### src/hw/qa_pkg.sv
// Shared types of the stream reader; the ring holds 256 lines and the metadata tag covers up to 512 slots
package qa_pkg;

    // ============================================================
    // Host memory geometry
    // ============================================================

    // One host cache line
    localparam int CACHE_WIDTH = 512;
    typedef logic [CACHE_WIDTH-1:0] t_cache_line;

    // Host addresses count whole lines, not bytes
    typedef logic [31:0] t_cache_line_addr;

    // Ring-buffer index
    // The ring size is a power of two, so the pointers wrap on their own
    localparam int FIFO_IDX_BITS = 8;
    typedef logic [FIFO_IDX_BITS-1:0] t_fifo_idx;

    // ============================================================
    // Request and response channel
    // ============================================================

    // Tag width in the read metadata, wide enough for a 512-slot scoreboard
    localparam int ROB_IDX_BITS = 9;

    // Width of the metadata field that the host echoes back
    localparam int MDATA_BITS = 14;

    typedef enum logic [1:0] {
        RdLine = 2'h0,
        WrLine = 2'h1
    } t_request_type;

    // Metadata sent with a read and returned with its response
    typedef struct packed {
        logic                    is_read;
        logic [ROB_IDX_BITS-1:0] rob_addr;
    } t_read_metadata;

    typedef struct packed {
        t_request_type         request_type;
        t_cache_line_addr      address;
        logic [MDATA_BITS-1:0] mdata;
    } t_tx_header;

    // One client's view of the shared request channel
    typedef struct packed {
        logic        read_request;
        logic        write_request;
        t_tx_header  read_header;
        t_tx_header  write_header;
        t_cache_line write_data;
    } t_frame_req;

    // Response channel from host memory
    typedef struct packed {
        logic                  rdvalid;
        logic                  wrvalid;
        logic [MDATA_BITS-1:0] mdata;
        t_cache_line           data;
    } t_rx_c0;

    // Registers written by the host over MMIO
    typedef struct packed {
        logic [31:0] afu_read_frame;
        logic [31:0] afu_status_addr;
        logic        newest_wr_en;
        t_fifo_idx   newest_idx;
    } t_csr_afu_state;

    // ============================================================
    // Metadata packing
    // ============================================================

    // Upper mdata bits stay zero
    function automatic logic [MDATA_BITS-1:0] pack_read_metadata(t_read_metadata meta);
        return MDATA_BITS'(meta);
    endfunction

    function automatic t_read_metadata unpack_read_metadata(logic [MDATA_BITS-1:0] mdata);
        return t_read_metadata'(mdata[$bits(t_read_metadata)-1:0]);
    endfunction

endpackage

### src/hw/qa_frame_arbiter.sv
// Serves the reader's reads and the status manager's writes only; nothing is granted while tx_almost_full is high
module qa_frame_arbiter
(
    input  logic                 clk,
    input  logic                 resetb,
    input  qa_pkg::t_frame_req   reader_req,
    input  qa_pkg::t_frame_req   status_req,
    input  logic                 tx_almost_full,
    output logic                 read_grant,
    output logic                 write_grant,
    output logic                 tx_valid,
    output qa_pkg::t_tx_header   tx_header,
    output qa_pkg::t_cache_line  tx_data
);

    // Set when the status write won last, so the reader has priority next
    logic last_was_write;

    logic rd_want;
    logic wr_want;

    assign rd_want = reader_req.read_request && !tx_almost_full;
    assign wr_want = status_req.write_request && !tx_almost_full;

    // Under contention the client that did not win last time goes first
    assign read_grant  = rd_want && (!wr_want || last_was_write);
    assign write_grant = wr_want && (!rd_want || !last_was_write);

    assign tx_valid  = read_grant || write_grant;
    assign tx_header = write_grant ? status_req.write_header : reader_req.read_header;
    // Only the status write carries a payload
    assign tx_data   = status_req.write_data;

    always_ff @(posedge clk)
    begin
        if (!resetb)
        begin
            last_was_write <= 1'b0;
        end
        else if (write_grant)
        begin
            last_was_write <= 1'b1;
        end
        else if (read_grant)
        begin
            last_was_write <= 1'b0;
        end
    end

endmodule

### config.mk
export PLATFORM = sky130hd
export DESIGN_NAME = qa_frame_arbiter
export DESIGN_NICKNAME = d
export VERILOG_FILES = /design/src/hw/qa_pkg.sv /design/src/hw/qa_frame_arbiter.sv
export SDC_FILE = /design/constraint.sdc
export NUM_CORES = 1
export LEC_CHECK = 0
export ABC_AREA = 0
export ABC_CLOCK_PERIOD_IN_PS = 3700
export BUFFER_PORTS_ARGS = -buffer_cell sky130_fd_sc_hd__buf_2
export CAP_MARGIN = 0
export CORE_AREA = 2 2 699 701
export DETAILED_ROUTE_END_ITERATION = 16
export DIE_AREA = 0 0 701 703
export SLEW_MARGIN = 20
export SYNTH_ARGS = -nofsm -noshare
export SYNTH_HDL_FRONTEND = slang
export SYNTH_SLANG_ARGS = --single-unit
### constraint.sdc
create_clock -name clk -period 3.7 [get_ports clk]
set_input_delay 0.74 -clock clk [delete_from_list [all_inputs] [get_ports clk]]
set_output_delay 0.74 -clock clk [all_outputs]
set_load 0.03 [all_outputs]
==> impl_metrics.env <==
export IMPL_hold_class="reg2reg"
export IMPL_ant_nets=0
export IMPL_yosys_area_top_type_share_pct=84.6
export IMPL_die_y_um=703
export IMPL_dp_hpwl_um=325000
export IMPL_ioPinCount=1786
export IMPL_synth_compound_area_share_pct=0.220
export IMPL_num_rows=256
export IMPL_grt_overflow=0
export IMPL_routedWlPerCell_um=49.0
export IMPL_fin_util_pct=1.96
export IMPL_grt_usage_pct=12.8
export IMPL_ctsHoldBuffers=0
export IMPL_setup_violations=0
export IMPL_arrival_ns=2.07
export IMPL_vias=3260
export IMPL_core_area_um2=485000
export IMPL_drt_iter0_drc=166
export IMPL_grt_use_met3_pct=31.2
export IMPL_r2r_setup_slack_ns=2.99
export IMPL_grt_pass1_wl_um=335000
export IMPL_top_regs="last_was_write: 1 flops"
export IMPL_regMostFlops="last_was_write"
export IMPL_clk_pin_slew_ns=0
export IMPL_final_layout_size_suffix_gt1_share_pct=95.7
export IMPL_gp_congestion=0.753
export IMPL_synthSimpleGateAreaFrac_pct=1.16
export IMPL_dieArea_um2=493000
export IMPL_floorplan_initialDensity_pct=0.937
export IMPL_synth_top_family_by_area="buffers and inverters"
export IMPL_critPathKind="in2out"
export IMPL_muxShareOfSynthArea_pct=12.6
export IMPL_largest_reg_flops=1
export IMPL_drc=0
export IMPL_syn_inst=576
export IMPL_cts_setup_buffers=0
export IMPL_slew_headroom_pct=76.4
export IMPL_syn_cell_area_um2=4540
export IMPL_dpl_cell_count=6661
export IMPL_fin_nets=1436
export IMPL_io_buffers=151
export IMPL_n_fill_cell=58300
export IMPL_final_cells=6668
export IMPL_worst_slew_pin_slew_ns=0.353
export IMPL_synth_top_area_cell="buf_4"
export IMPL_met1_usage_pct=1.40
export IMPL_worst_setup_path_start_kind="input port"
export IMPL_gr_usage_met2_pct=18.9
export IMPL_synth_seq_cells=1
export IMPL_outcome="complete, no violations"
export IMPL_syn_area_per_cell_um2=7.89
export IMPL_min_period_over_period_pct=76.1
export IMPL_setup_tns_final_ns=0
export IMPL_maxCapViolations=0
export IMPL_fin_area_um2=9520
export IMPL_synthArstFlopShare_pct=0
export IMPL_crit_path_end_kind="primary output"
export IMPL_synth_most_common_cell="buf_4"
export IMPL_synth_edff_count=0
export IMPL_finalPower_mw=0.331
export IMPL_fin_worst_skew_ns=0
export IMPL_grt_max_degree=49
export IMPL_grt_pass1_vias=2874
export IMPL_drv_slew=0
export IMPL_area_delta_synth_final_pct=110
export IMPL_grt_setup_unrepaired="false"
export IMPL_power_density_nw_per_um2=34.8
export IMPL_irDropWorstVdd_uv=59.9
export IMPL_critPathMaxFanout=48
export IMPL_dpl_instance_area_um2=9510
export IMPL_worstPathRequired_ns=2.96
export IMPL_power_leakage_nw=0.897
export IMPL_seq_area_frac_synth_pct=0.441
export IMPL_min_path_cells=1
export IMPL_fin_crit_ns=2.81
export IMPL_via_per_inst=0.489
export IMPL_wl_um=327000
export IMPL_grt_busiest_layer="met3"
export IMPL_ys_top_cells_by_area="buf_4 85%, mux2_2 9.7%, mux2_4 3.0%"
export IMPL_syn_nets=1799
export IMPL_die_width_um=701
export IMPL_r2r_cells=2
export IMPL_clkLatencyLatePin_ns=0
export IMPL_fmax_mhz=355
export IMPL_antenna_found_initial=96
export IMPL_yosys_warnings=0
export IMPL_ys_flop_type="dfxtp_1"
export IMPL_synth_cell_types=15
export IMPL_finalHoldViolations=0
export IMPL_synth_xor_xnor_area_share_pct=0
export IMPL_synth_commonest_cells="512 x buf_4, 39 x mux2_2, 9 x mux2_4"
export IMPL_first_pass_iters=4
export IMPL_synthAdderAreaFrac_pct=0
export IMPL_cts_resized=0
## cells by family (layout without fill, tap and decap cells)
kind of cell / after synthesis / in the layout
AO/OA/AOI/OAI: 1 / 1
buffers and inverters: 518 / 153
multiplexers: 48 / 48
flip-flops: 1 / 1
AND/OR/NAND/NOR: 8 / 8
other: 0 / 7
## cell usage in the layout, fill, tap and decap left out, types with 2 or more instances in the layout
cell and n:
diode_2 7, mux2_4 9, mux2_2 39, nor2_1 2, buf_2 151
## worst max-delay path: stages
cell,delay [ns]
buf_2,0.12
nor2b_4,0.13
nand2_2,0.12
buf_12,0.27
mux2_2,0.37
buf_2,0.21
## path summary, 6_finish.rpt
kind | from | end
worst max-delay path | status_req[608] | tx_header[19]
worst min-delay path | last_was_write | last_was_write
worst max register to register | last_was_write | last_was_write
worst min register to register | last_was_write | last_was_write
## layout make-up
| class | instances | area, um^2 | area share (%) |
|---|---|---|---|
| timing repair buffer | 152 | 776 | 8.15 |
| multi-input combinational | 57 | 637 | 6.69 |
| sequential | 1 | 20.0 | 0.210 |
| inverter | 1 | 3.75 | 0.0394 |
| tap | 6450 | 8070 | 84.7 |
| antenna | 7 | 17.5 | 0.184 |
## metrics by stage
| step | hold slack [ns] | setup WS (ns) |
|---|---|---|
| after global placement | 0.524 | 0.910 |
| after global routing | 0.580 | 0.842 |
| after floorplan | 0.515 | 1.38 |
| final | 0.560 | 0.886 |
| after CTS | 0.569 | 0.899 |
| after detailed placement | 0.566 | 0.901 |
## per-layer routing
layer	part of all wire, %	wire (um)
met5	0.046	150
met4	3.2	10500
met3	52	170000
met2	41	134000
met1	3.7	12000
## where the power goes
part | switching [mW] | internal (mW) | leakage (nW) | total [mW]
logic | 0.204 | 0.115 | 0.888 | 0.319
registers | 0.000774 | 0.0118 | 0.00828 | 0.0126
clock network | 0 | 0.000000264 | 0.0000444 | 0.000000264
total | 0.205 | 0.127 | 0.897 | 0.331
Note: power is estimated with default switching activity, not from simulation.
