--- src/hw/qa_pkg.sv ---
// Shared types of the stream reader; the ring holds 256 lines and the metadata tag covers up to 512 slots
package qa_pkg;

    // ============================================================
    // Host memory geometry
    // ============================================================

    // One host cache line
    localparam int CACHE_WIDTH = 512;
    typedef logic [CACHE_WIDTH-1:0] t_cache_line;

    // Host addresses count whole lines, not bytes
    typedef logic [31:0] t_cache_line_addr;

    // Ring-buffer index
    // The ring size is a power of two, so the pointers wrap on their own
    localparam int FIFO_IDX_BITS = 8;
    typedef logic [FIFO_IDX_BITS-1:0] t_fifo_idx;

    // ============================================================
    // Request and response channel
    // ============================================================

    // Tag width in the read metadata, wide enough for a 512-slot scoreboard
    localparam int ROB_IDX_BITS = 9;

    // Width of the metadata field that the host echoes back
    localparam int MDATA_BITS = 14;

    typedef enum logic [1:0] {
        RdLine = 2'h0,
        WrLine = 2'h1
    } t_request_type;

    // Metadata sent with a read and returned with its response
    typedef struct packed {
        logic                    is_read;
        logic [ROB_IDX_BITS-1:0] rob_addr;
    } t_read_metadata;

    typedef struct packed {
        t_request_type         request_type;
        t_cache_line_addr      address;
        logic [MDATA_BITS-1:0] mdata;
    } t_tx_header;

    // One client's view of the shared request channel
    typedef struct packed {
        logic        read_request;
        logic        write_request;
        t_tx_header  read_header;
        t_tx_header  write_header;
        t_cache_line write_data;
    } t_frame_req;

    // Response channel from host memory
    typedef struct packed {
        logic                  rdvalid;
        logic                  wrvalid;
        logic [MDATA_BITS-1:0] mdata;
        t_cache_line           data;
    } t_rx_c0;

    // Registers written by the host over MMIO
    typedef struct packed {
        logic [31:0] afu_read_frame;
        logic [31:0] afu_status_addr;
        logic        newest_wr_en;
        t_fifo_idx   newest_idx;
    } t_csr_afu_state;

    // ============================================================
    // Metadata packing
    // ============================================================

    // Upper mdata bits stay zero
    function automatic logic [MDATA_BITS-1:0] pack_read_metadata(t_read_metadata meta);
        return MDATA_BITS'(meta);
    endfunction

    function automatic t_read_metadata unpack_read_metadata(logic [MDATA_BITS-1:0] mdata);
        return t_read_metadata'(mdata[$bits(t_read_metadata)-1:0]);
    endfunction

endpackage

--- src/hw/qa_status_manager.sv ---
// Sends the oldest pointer to afu_status_addr only when it changes; it must be written before the ring is reused
module qa_status_manager
(
    input  logic                     clk,
    input  logic                     resetb,
    input  qa_pkg::t_csr_afu_state   csr,
    input  qa_pkg::t_fifo_idx        oldest_idx,
    output qa_pkg::t_fifo_idx        newest_idx,
    output qa_pkg::t_frame_req       status_req,
    input  logic                     write_grant
);
    import qa_pkg::*;

    // Oldest pointer value that last went out on the channel
    t_fifo_idx sent_idx;

    // Value carried by the pending status write
    t_fifo_idx wr_idx;
    logic      wr_req;

    t_tx_header     wr_header;

    // The host publishes its newest written line by an MMIO strobe
    always_ff @(posedge clk)
    begin
        if (!resetb)
        begin
            newest_idx <= '0;
        end
        else if (csr.newest_wr_en)
        begin
            newest_idx <= csr.newest_idx;
        end
    end

    // Track the oldest pointer and request a write whenever it moved
    // The carried value follows the pointer, so a late grant sends the newest value
    always_ff @(posedge clk)
    begin
        if (!resetb)
        begin
            sent_idx <= '0;
            wr_idx   <= '0;
            wr_req   <= 1'b0;
        end
        else
        begin
            wr_idx <= oldest_idx;
            if (write_grant)
            begin
                // The granted value is now what the host sees
                sent_idx <= wr_idx;
                wr_req   <= (oldest_idx != wr_idx);
            end
            else
            begin
                // Hold the request until the arbiter accepts it
                wr_req <= wr_req || (oldest_idx != sent_idx);
            end
        end
    end

    always_comb
    begin
        // The all-zero metadata keeps is_read low for the write
        wr_header              = '0;
        wr_header.request_type = WrLine;
        wr_header.address      = t_cache_line_addr'(csr.afu_status_addr);

        // This client only ever writes
        status_req               = '0;
        status_req.read_request  = 1'b0;
        status_req.write_request = wr_req;
        status_req.write_header  = wr_header;
        // The pointer sits in the low bits of the status line
        status_req.write_data    = t_cache_line'(wr_idx);
    end

endmodule

--- config.mk ---
export PLATFORM = sky130hd
export DESIGN_NAME = qa_status_manager
export DESIGN_NICKNAME = d
export VERILOG_FILES = /design/src/hw/qa_pkg.sv /design/src/hw/qa_status_manager.sv
export SDC_FILE = /design/constraint.sdc
export NUM_CORES = 1
export LEC_CHECK = 0
export BUFFER_PORTS_ARGS = -buffer_cell sky130_fd_sc_hd__buf_4
export CAP_MARGIN = 20
export CORE_AREA = 3 3 272 274
export CTS_BUF_LIST = sky130_fd_sc_hd__clkbuf_4 sky130_fd_sc_hd__clkbuf_8 sky130_fd_sc_hd__clkbuf_16
export CTS_CLUSTER_SIZE = 10
export DETAILED_ROUTE_END_ITERATION = 7
export DIE_AREA = 0 0 275 277
export PLACE_DENSITY = 0.3
export SYNTH_ARGS = -nofsm -noshare
export SYNTH_HDL_FRONTEND = slang
export SYNTH_SLANG_ARGS = --single-unit
--- constraint.sdc ---
create_clock -name clk -period 1.3 [get_ports clk]
set_input_delay 0.195 -clock clk [delete_from_list [all_inputs] [get_ports clk]]
set_output_delay 0.195 -clock clk [all_outputs]
set_load 0.02 [all_outputs]
==> flow_summary.ini, run 1 <==
[logic_synthesis]
synth.distinct_cells = 17
yosysWarnings = 0
syn_avg_cell_area_sq_um = 7.96
ys_ff_latch = 25
syn_inst = 697
yosysSeqAreaShare = 0.0902
syn_area_sq_um = 5550

[final_layout]
area_delta_synth_final_pct = -15.6
antenna_cells = 0
nets = 784
fin_util = 0.0654
drive_gt1_frac = 0.0601

[routing]
num_vias = 2178
wl_per_cell_um = 4.81
ant_nets = 0
viasPerCell = 1.32
drtPass1Iterations = 4
wirelength_um = 7930
drc = 0
drt_iter0_drc = 17

[sta]
finalHoldViolations = 0
rsz0062_at_grt = no
setup_viol = 0
clock_skew_ns = 0.00174
drv_slew = 0
finalCritPeriodShare = 0.906
max_freq_mhz = 849
finalCriticalPeriod_ns = 1.18
fin_setup_tns_ns = 0

[placed_design]
hpwlAfterDp_um = 7400
gp_congestion = 0.590
port-buffer-count = 36

[critical_path]
critPathLaunchType = flop
path_max_fanout = 3
cp.arrival_ns = 1.33
critPathMaxStageDelay_ns = 0.33
required_ns = 1.46
crit_type = flop to flop
crit_slowest_cell = dfxtp_1
r2r_start = wr_idx[2]$_SDFF_PN0_
crit_start = wr_idx[2]$_SDFF_PN0_
critPathCaptureType = flop
cp_cell_sequence = xor2_1, nor4_1, nand4_1, and3_1

[die]
fp.dieH_um = 277
die-area_sq_um = 76200
dieWidth_um = 275
io_pins = 702
start_util = 0.0775
rows = 98
core_area_sq_um = 71600

[grt]
met3_usage = 0.0120
grt_start_max_net_pins = 26
use_met2 = 0.0250
overflow = 0
grt_first_pass_wirelength_um = 8750
track_usage = 0.0142
grtUsageMet1 = 0.00850
grt_pass1_vias = 1393
antenna_found_initial = 0
grt-busiest-layer = met2

[power_and_ir_drop]
p_leak_nw = 2.51
seqPwrFrac = 0.253
power_switching_mw = 1.91
power_frac_comb = 0.530
swShare = 0.581
peakVddDrop_mv = 0.434
power_density_nw_per_um2 = 704
pwr-share-clk = 0.217
p_int_mw = 1.38

[cts]
clk_latency_ns = 0.26
htreeDepth = 1
post-cts-setup-buffers = 0
cts_max_path_buffers = 2
ctsHoldBuffers = 0
cts_resized = 0
cts_tree = built
root_buffer = clkbuf_16
cts_buffers = 3
clk_pin_slew_worst_paths_ns = 0.07
clock-sinks = 25

[worst_hold_path]
hp-class = primary input to flop
worstHoldStart = oldest_idx[6]

[status]
status = complete, no violations

[job]
maxCapViolCount = 0
kinds of logic after synthesis:
family | Yosys count | share of synthesized area
AND/OR/NAND/NOR | 32 | 0.0354
XOR/XNOR | 16 | 0.0253
multiplexers | 16 | 0.0289
buffers and inverters | 606 | 0.819
flip-flops | 25 | 0.0902
other | 2 | 0.00135
final timing paths:
| check | to | slack, ns | cells past startpoint |
|---|---|---|---|
| worst min-delay path | wr_idx[6]$_SDFF_PN0_ | 0.17 | 2 |
| worst min register to register | newest_idx[7]$_SDFFE_PN0P_ | 0.53 | 2 |
| worst max register to register | wr_req$_SDFF_PN0_ | 0.12 | 4 |
| worst max-delay path | wr_req$_SDFF_PN0_ | 0.12 | 4 |
layer usage:
layer	up-vias	share of wire	routed length, um
li1	945	-	-
met1	923	0.16	1300
met2	290	0.54	4260
met3	20	0.24	1940
met4	0	0.053	423
met5	-	0	0
power by group through the flow:
stage / sequential, mW / combinational (mW) / clock, mW
6_report: 0.835 / 1.75 / 0.715
5_1_grt: 0.841 / 1.87 / 0.784
4_1_cts: 0.836 / 1.69 / 0.759
3_5_place_dp: 0.853 / 1.69 / 0
3_3_place_gp: 0.855 / 1.69 / 0
2_1_floorplan: 0.881 / 2.99 / 0
Yosys cell counts:
master / instances / area (sq um)
and2_1: 7 / 43.8
and2_2: 1 / 7.51
and3_1: 1 / 6.26
buf_2: 1 / 5.00
buf_4: 602 / 4520
buf_6: 1 / 11.3
clkbuf_1: 2 / 7.51
conb_1: 2 / 7.51
dfxtp_1: 25 / 500
mux2i_1: 16 / 160
nand3_1: 1 / 5.00
nand4_1: 1 / 6.26
nor2b_1: 16 / 100
nor3_1: 3 / 15.0
nor4_1: 2 / 12.5
xnor2_1: 1 / 8.76
xor2_1: 15 / 131
per-stage QoR:
step / hold WS, ns / power (mW) / cells / setup WS, ns / instance area [sq um]
after CTS: 0.157 / 3.28 / 1649 / 0.111 / 4680
after floorplan: 0.317 / 3.87 / 1264 / 0.121 / 7680
after detailed placement: 0.390 / 2.54 / 1645 / 0.119 / 4600
after global placement: 0.390 / 2.55 / 1645 / 0.0879 / 4600
after global routing: 0.164 / 3.50 / 1649 / 0.0465 / 4680
final: 0.167 / 3.30 / 1649 / 0.123 / 4680
placed cells by master, fill, tap and decap left out:
| cell type | instances |
|---|---|
| conb_1 | 569 |
| buf_4 | 37 |
| dfxtp_1 | 25 |
| mux2i_1 | 16 |
| nor2b_1 | 16 |
| xor2_1 | 15 |
| and2_1 | 7 |
| nor3_1 | 3 |
| clkbuf_16 | 3 |
| nor4_1 | 2 |
| and2_2 | 1 |
| xnor2_1 | 1 |
| nand4_1 | 1 |
| nand3_1 | 1 |
| and3_1 | 1 |
| clkbuf_4 | 1 |
worst max-delay path: cells and delay by family (launching register included):
kind | cells | cell delay (ns)
XOR/XNOR | 1 | 0.17
flip-flops | 1 | 0.33
AND/OR/NAND/NOR | 3 | 0.57
final cells by class:
cell class | count | area (sq um)
Clock buffer | 4 | 82.6
Multi-Input combinational cell | 633 | 2630
Sequential cell | 25 | 500
Tap cell | 950 | 1190
Fill cell | 8591 | 66900
Timing Repair Buffer | 37 | 278
registers in the layout (all words and copies together), names as in the netlist:
signal	cells
sent_idx	8
wr_req	1
wr_idx	8
newest_idx	8
Note: power is estimated with default switching activity, not from simulation.
==> inputs of run 2 (changes only) <==
CORE_AREA = 3 3 273 275   (was 3 3 272 274)
DIE_AREA = 0 0 276 278   (was 0 0 275 277)
HOLD_SLACK_MARGIN = 0.1   (was default)
clock period = 1 ns   (was 1.3 ns; I/O delays follow)
==> run 2 against run 1 <==
Net effect: the flow now finishes with violations (setup timing); hold slack lost 0.044 ns; final cell count grew 1.0%; sequential power grew 31%; clock-buffer cell count shrank 1; combinational power grew 33%; sequential share of layout area is essentially flat; routed wire length shrank 3.2%; final area grew 3.3%; sequential cell count is the same; register-to-register slack lost 0.25 ns; critical path type unchanged; largest power group unchanged.
==> flow_summary.ini, run 2 (synthesis results as in run 1) <==
[die]
io_pins = 702
die-area_sq_um = 76700
core_area_sq_um = 72600
start_util = 0.0764
fp.dieH_um = 278
rows = 99
dieWidth_um = 276

[final_layout]
n_fill_cell = 8661
antenna_cells = 0
fin_util = 0.0666
drive_gt1_frac = 0.0877
largest_registers = newest_idx (8), sent_idx (8), wr_idx (8)
final_common_cell = conb_1
nets = 792
multiInputGateArea_sq_um = 2650
layout_common_cells = conb_1, buf_4, mux2i_1, nor2b_1
stdcell_area_sq_um = 4840
area_delta_synth_final_pct = -12.8
layout.area.seq_sq_um = 518

[placed_design]
port-buffer-count = 36
placed_area_sq_um = 4690
gp_congestion = 0.608
pre_cts_slack_ns = -0.183
hpwlAfterDp_um = 7110

[critical_path]
crit_slowest_cell = dfxtp_4
crit_type = flop to flop
cp_cell_sequence = xor2_1, nor4_2, nand4_1, and3_1
critPathLaunchType = flop
critPathMaxStageDelay_ns = 0.35
cp_num_buf_inv = 0
crit_family = simple AND/OR/NAND/NOR gates
required_ns = 1.16
cp.arrival_ns = 1.29
critPathCaptureType = flop
path_max_fanout = 2

[sta]
finalCritPeriodShare = 1.13
finalHoldViolations = 0
clock_skew_ns = 0.00441
setup_viol = 1
fin_setup_tns_ns = -0.125
fin_ws_ns = -0.125
rsz0062_at_grt = yes
drv_slew = 0
finalCriticalPeriod_ns = 1.13
max_freq_mhz = 889

[worst_hold_path]
hp-class = primary input to flop

[routing]
num_vias = 2225
ant_nets = 0
viasPerCell = 1.34
drc = 0
wirelength_um = 7680
drt_iter0_drc = 23
wl_per_cell_um = 4.61
drtPass1Iterations = 3

[cts]
clock-sinks = 25
cts_max_path_buffers = 2
clk_pin_slew_worst_paths_ns = 0.07
ctsHoldBuffers = 0
htreeDepth = 1
cts_buffers = 3
clk_latency_ns = 0.26
root_buffer = clkbuf_16
post-cts-setup-buffers = 0
cts_tree = built

[grt]
overflow = 0
track_usage = 0.0139
grt_pass1_vias = 1380
antenna_found_initial = 0
grt_start_max_net_pins = 26
grt_first_pass_wirelength_um = 8560

[job]
maxCapViolCount = 0

[power_and_ir_drop]
p_leak_nw = 2.57
power_density_nw_per_um2 = 894
peakVddDrop_mv = 0.580

[status]
status = finished with violations
violations = setup timing
## run 2: cell count changes in the layout (fill, tap and decap cells not counted), sizes merged
cell    previous run  this run
buf               37        45
clkbuf             4         3
clkinv             0         1
## run 2: timing repair
item                                    in CTS  in global routing
gates cloned                                 0                  0
pin swaps                                    5                  2
endpoints found under the setup margin       9                  9
resized for setup                           20                  3
## run 2: layout make-up
class | instances | area share
multi-input combinational | 633 | 0.547
tap | 959 | 0.248
sequential | 25 | 0.107
timing repair buffer | 45 | 0.0815
clock buffer | 3 | 0.0155
clock inverter | 1 | 0.00103
## run 2: layer usage
layer,share of wire,up-vias,global-route usage
met3,0.24,25,0.0117
met1,0.18,945,0.00885
met5,0,-,0
met2,0.51,292,0.0242
li1,-,963,-
met4,0.062,0,0.0121
## run 2: through the flow
stage	hold WS [ns]	total power, mW	instances
final	0.123	4.32	1666
after global routing	0.122	4.57	1666
after CTS	0.119	4.31	1667
after detailed placement	0.300	3.34	1663
after global placement	0.300	3.34	1663
after floorplan	0.271	5.03	1264
## run 2: power by group
group | total [mW] | switching (mW) | internal (mW)
combinational | 2.33 | 2.11 | 0.219
sequential | 1.09 | 0.0368 | 1.05
clock | 0.914 | 0.374 | 0.540
total | 4.32 | 2.52 | 1.81
## run 2: path summary, 6_finish.rpt
kind                         startpoint                          to  slack, ns  cells after the start
max                wr_idx[3]$_SDFF_PN0_           wr_req$_SDFF_PN0_      -0.13                      4
min                       oldest_idx[4]        wr_idx[4]$_SDFF_PN0_       0.12                      2
max reg2reg        wr_idx[3]$_SDFF_PN0_           wr_req$_SDFF_PN0_      -0.13                      4
min reg2reg  newest_idx[7]$_SDFFE_PN0P_  newest_idx[7]$_SDFFE_PN0P_       0.53                      2
## run 2: worst register-to-register path, stage by stage, from the launching register on
cell and delay, ns:
dfxtp_4 0.35, xor2_1 0.14, nor4_2 0.28, nand4_1 0.10, and3_1 0.15
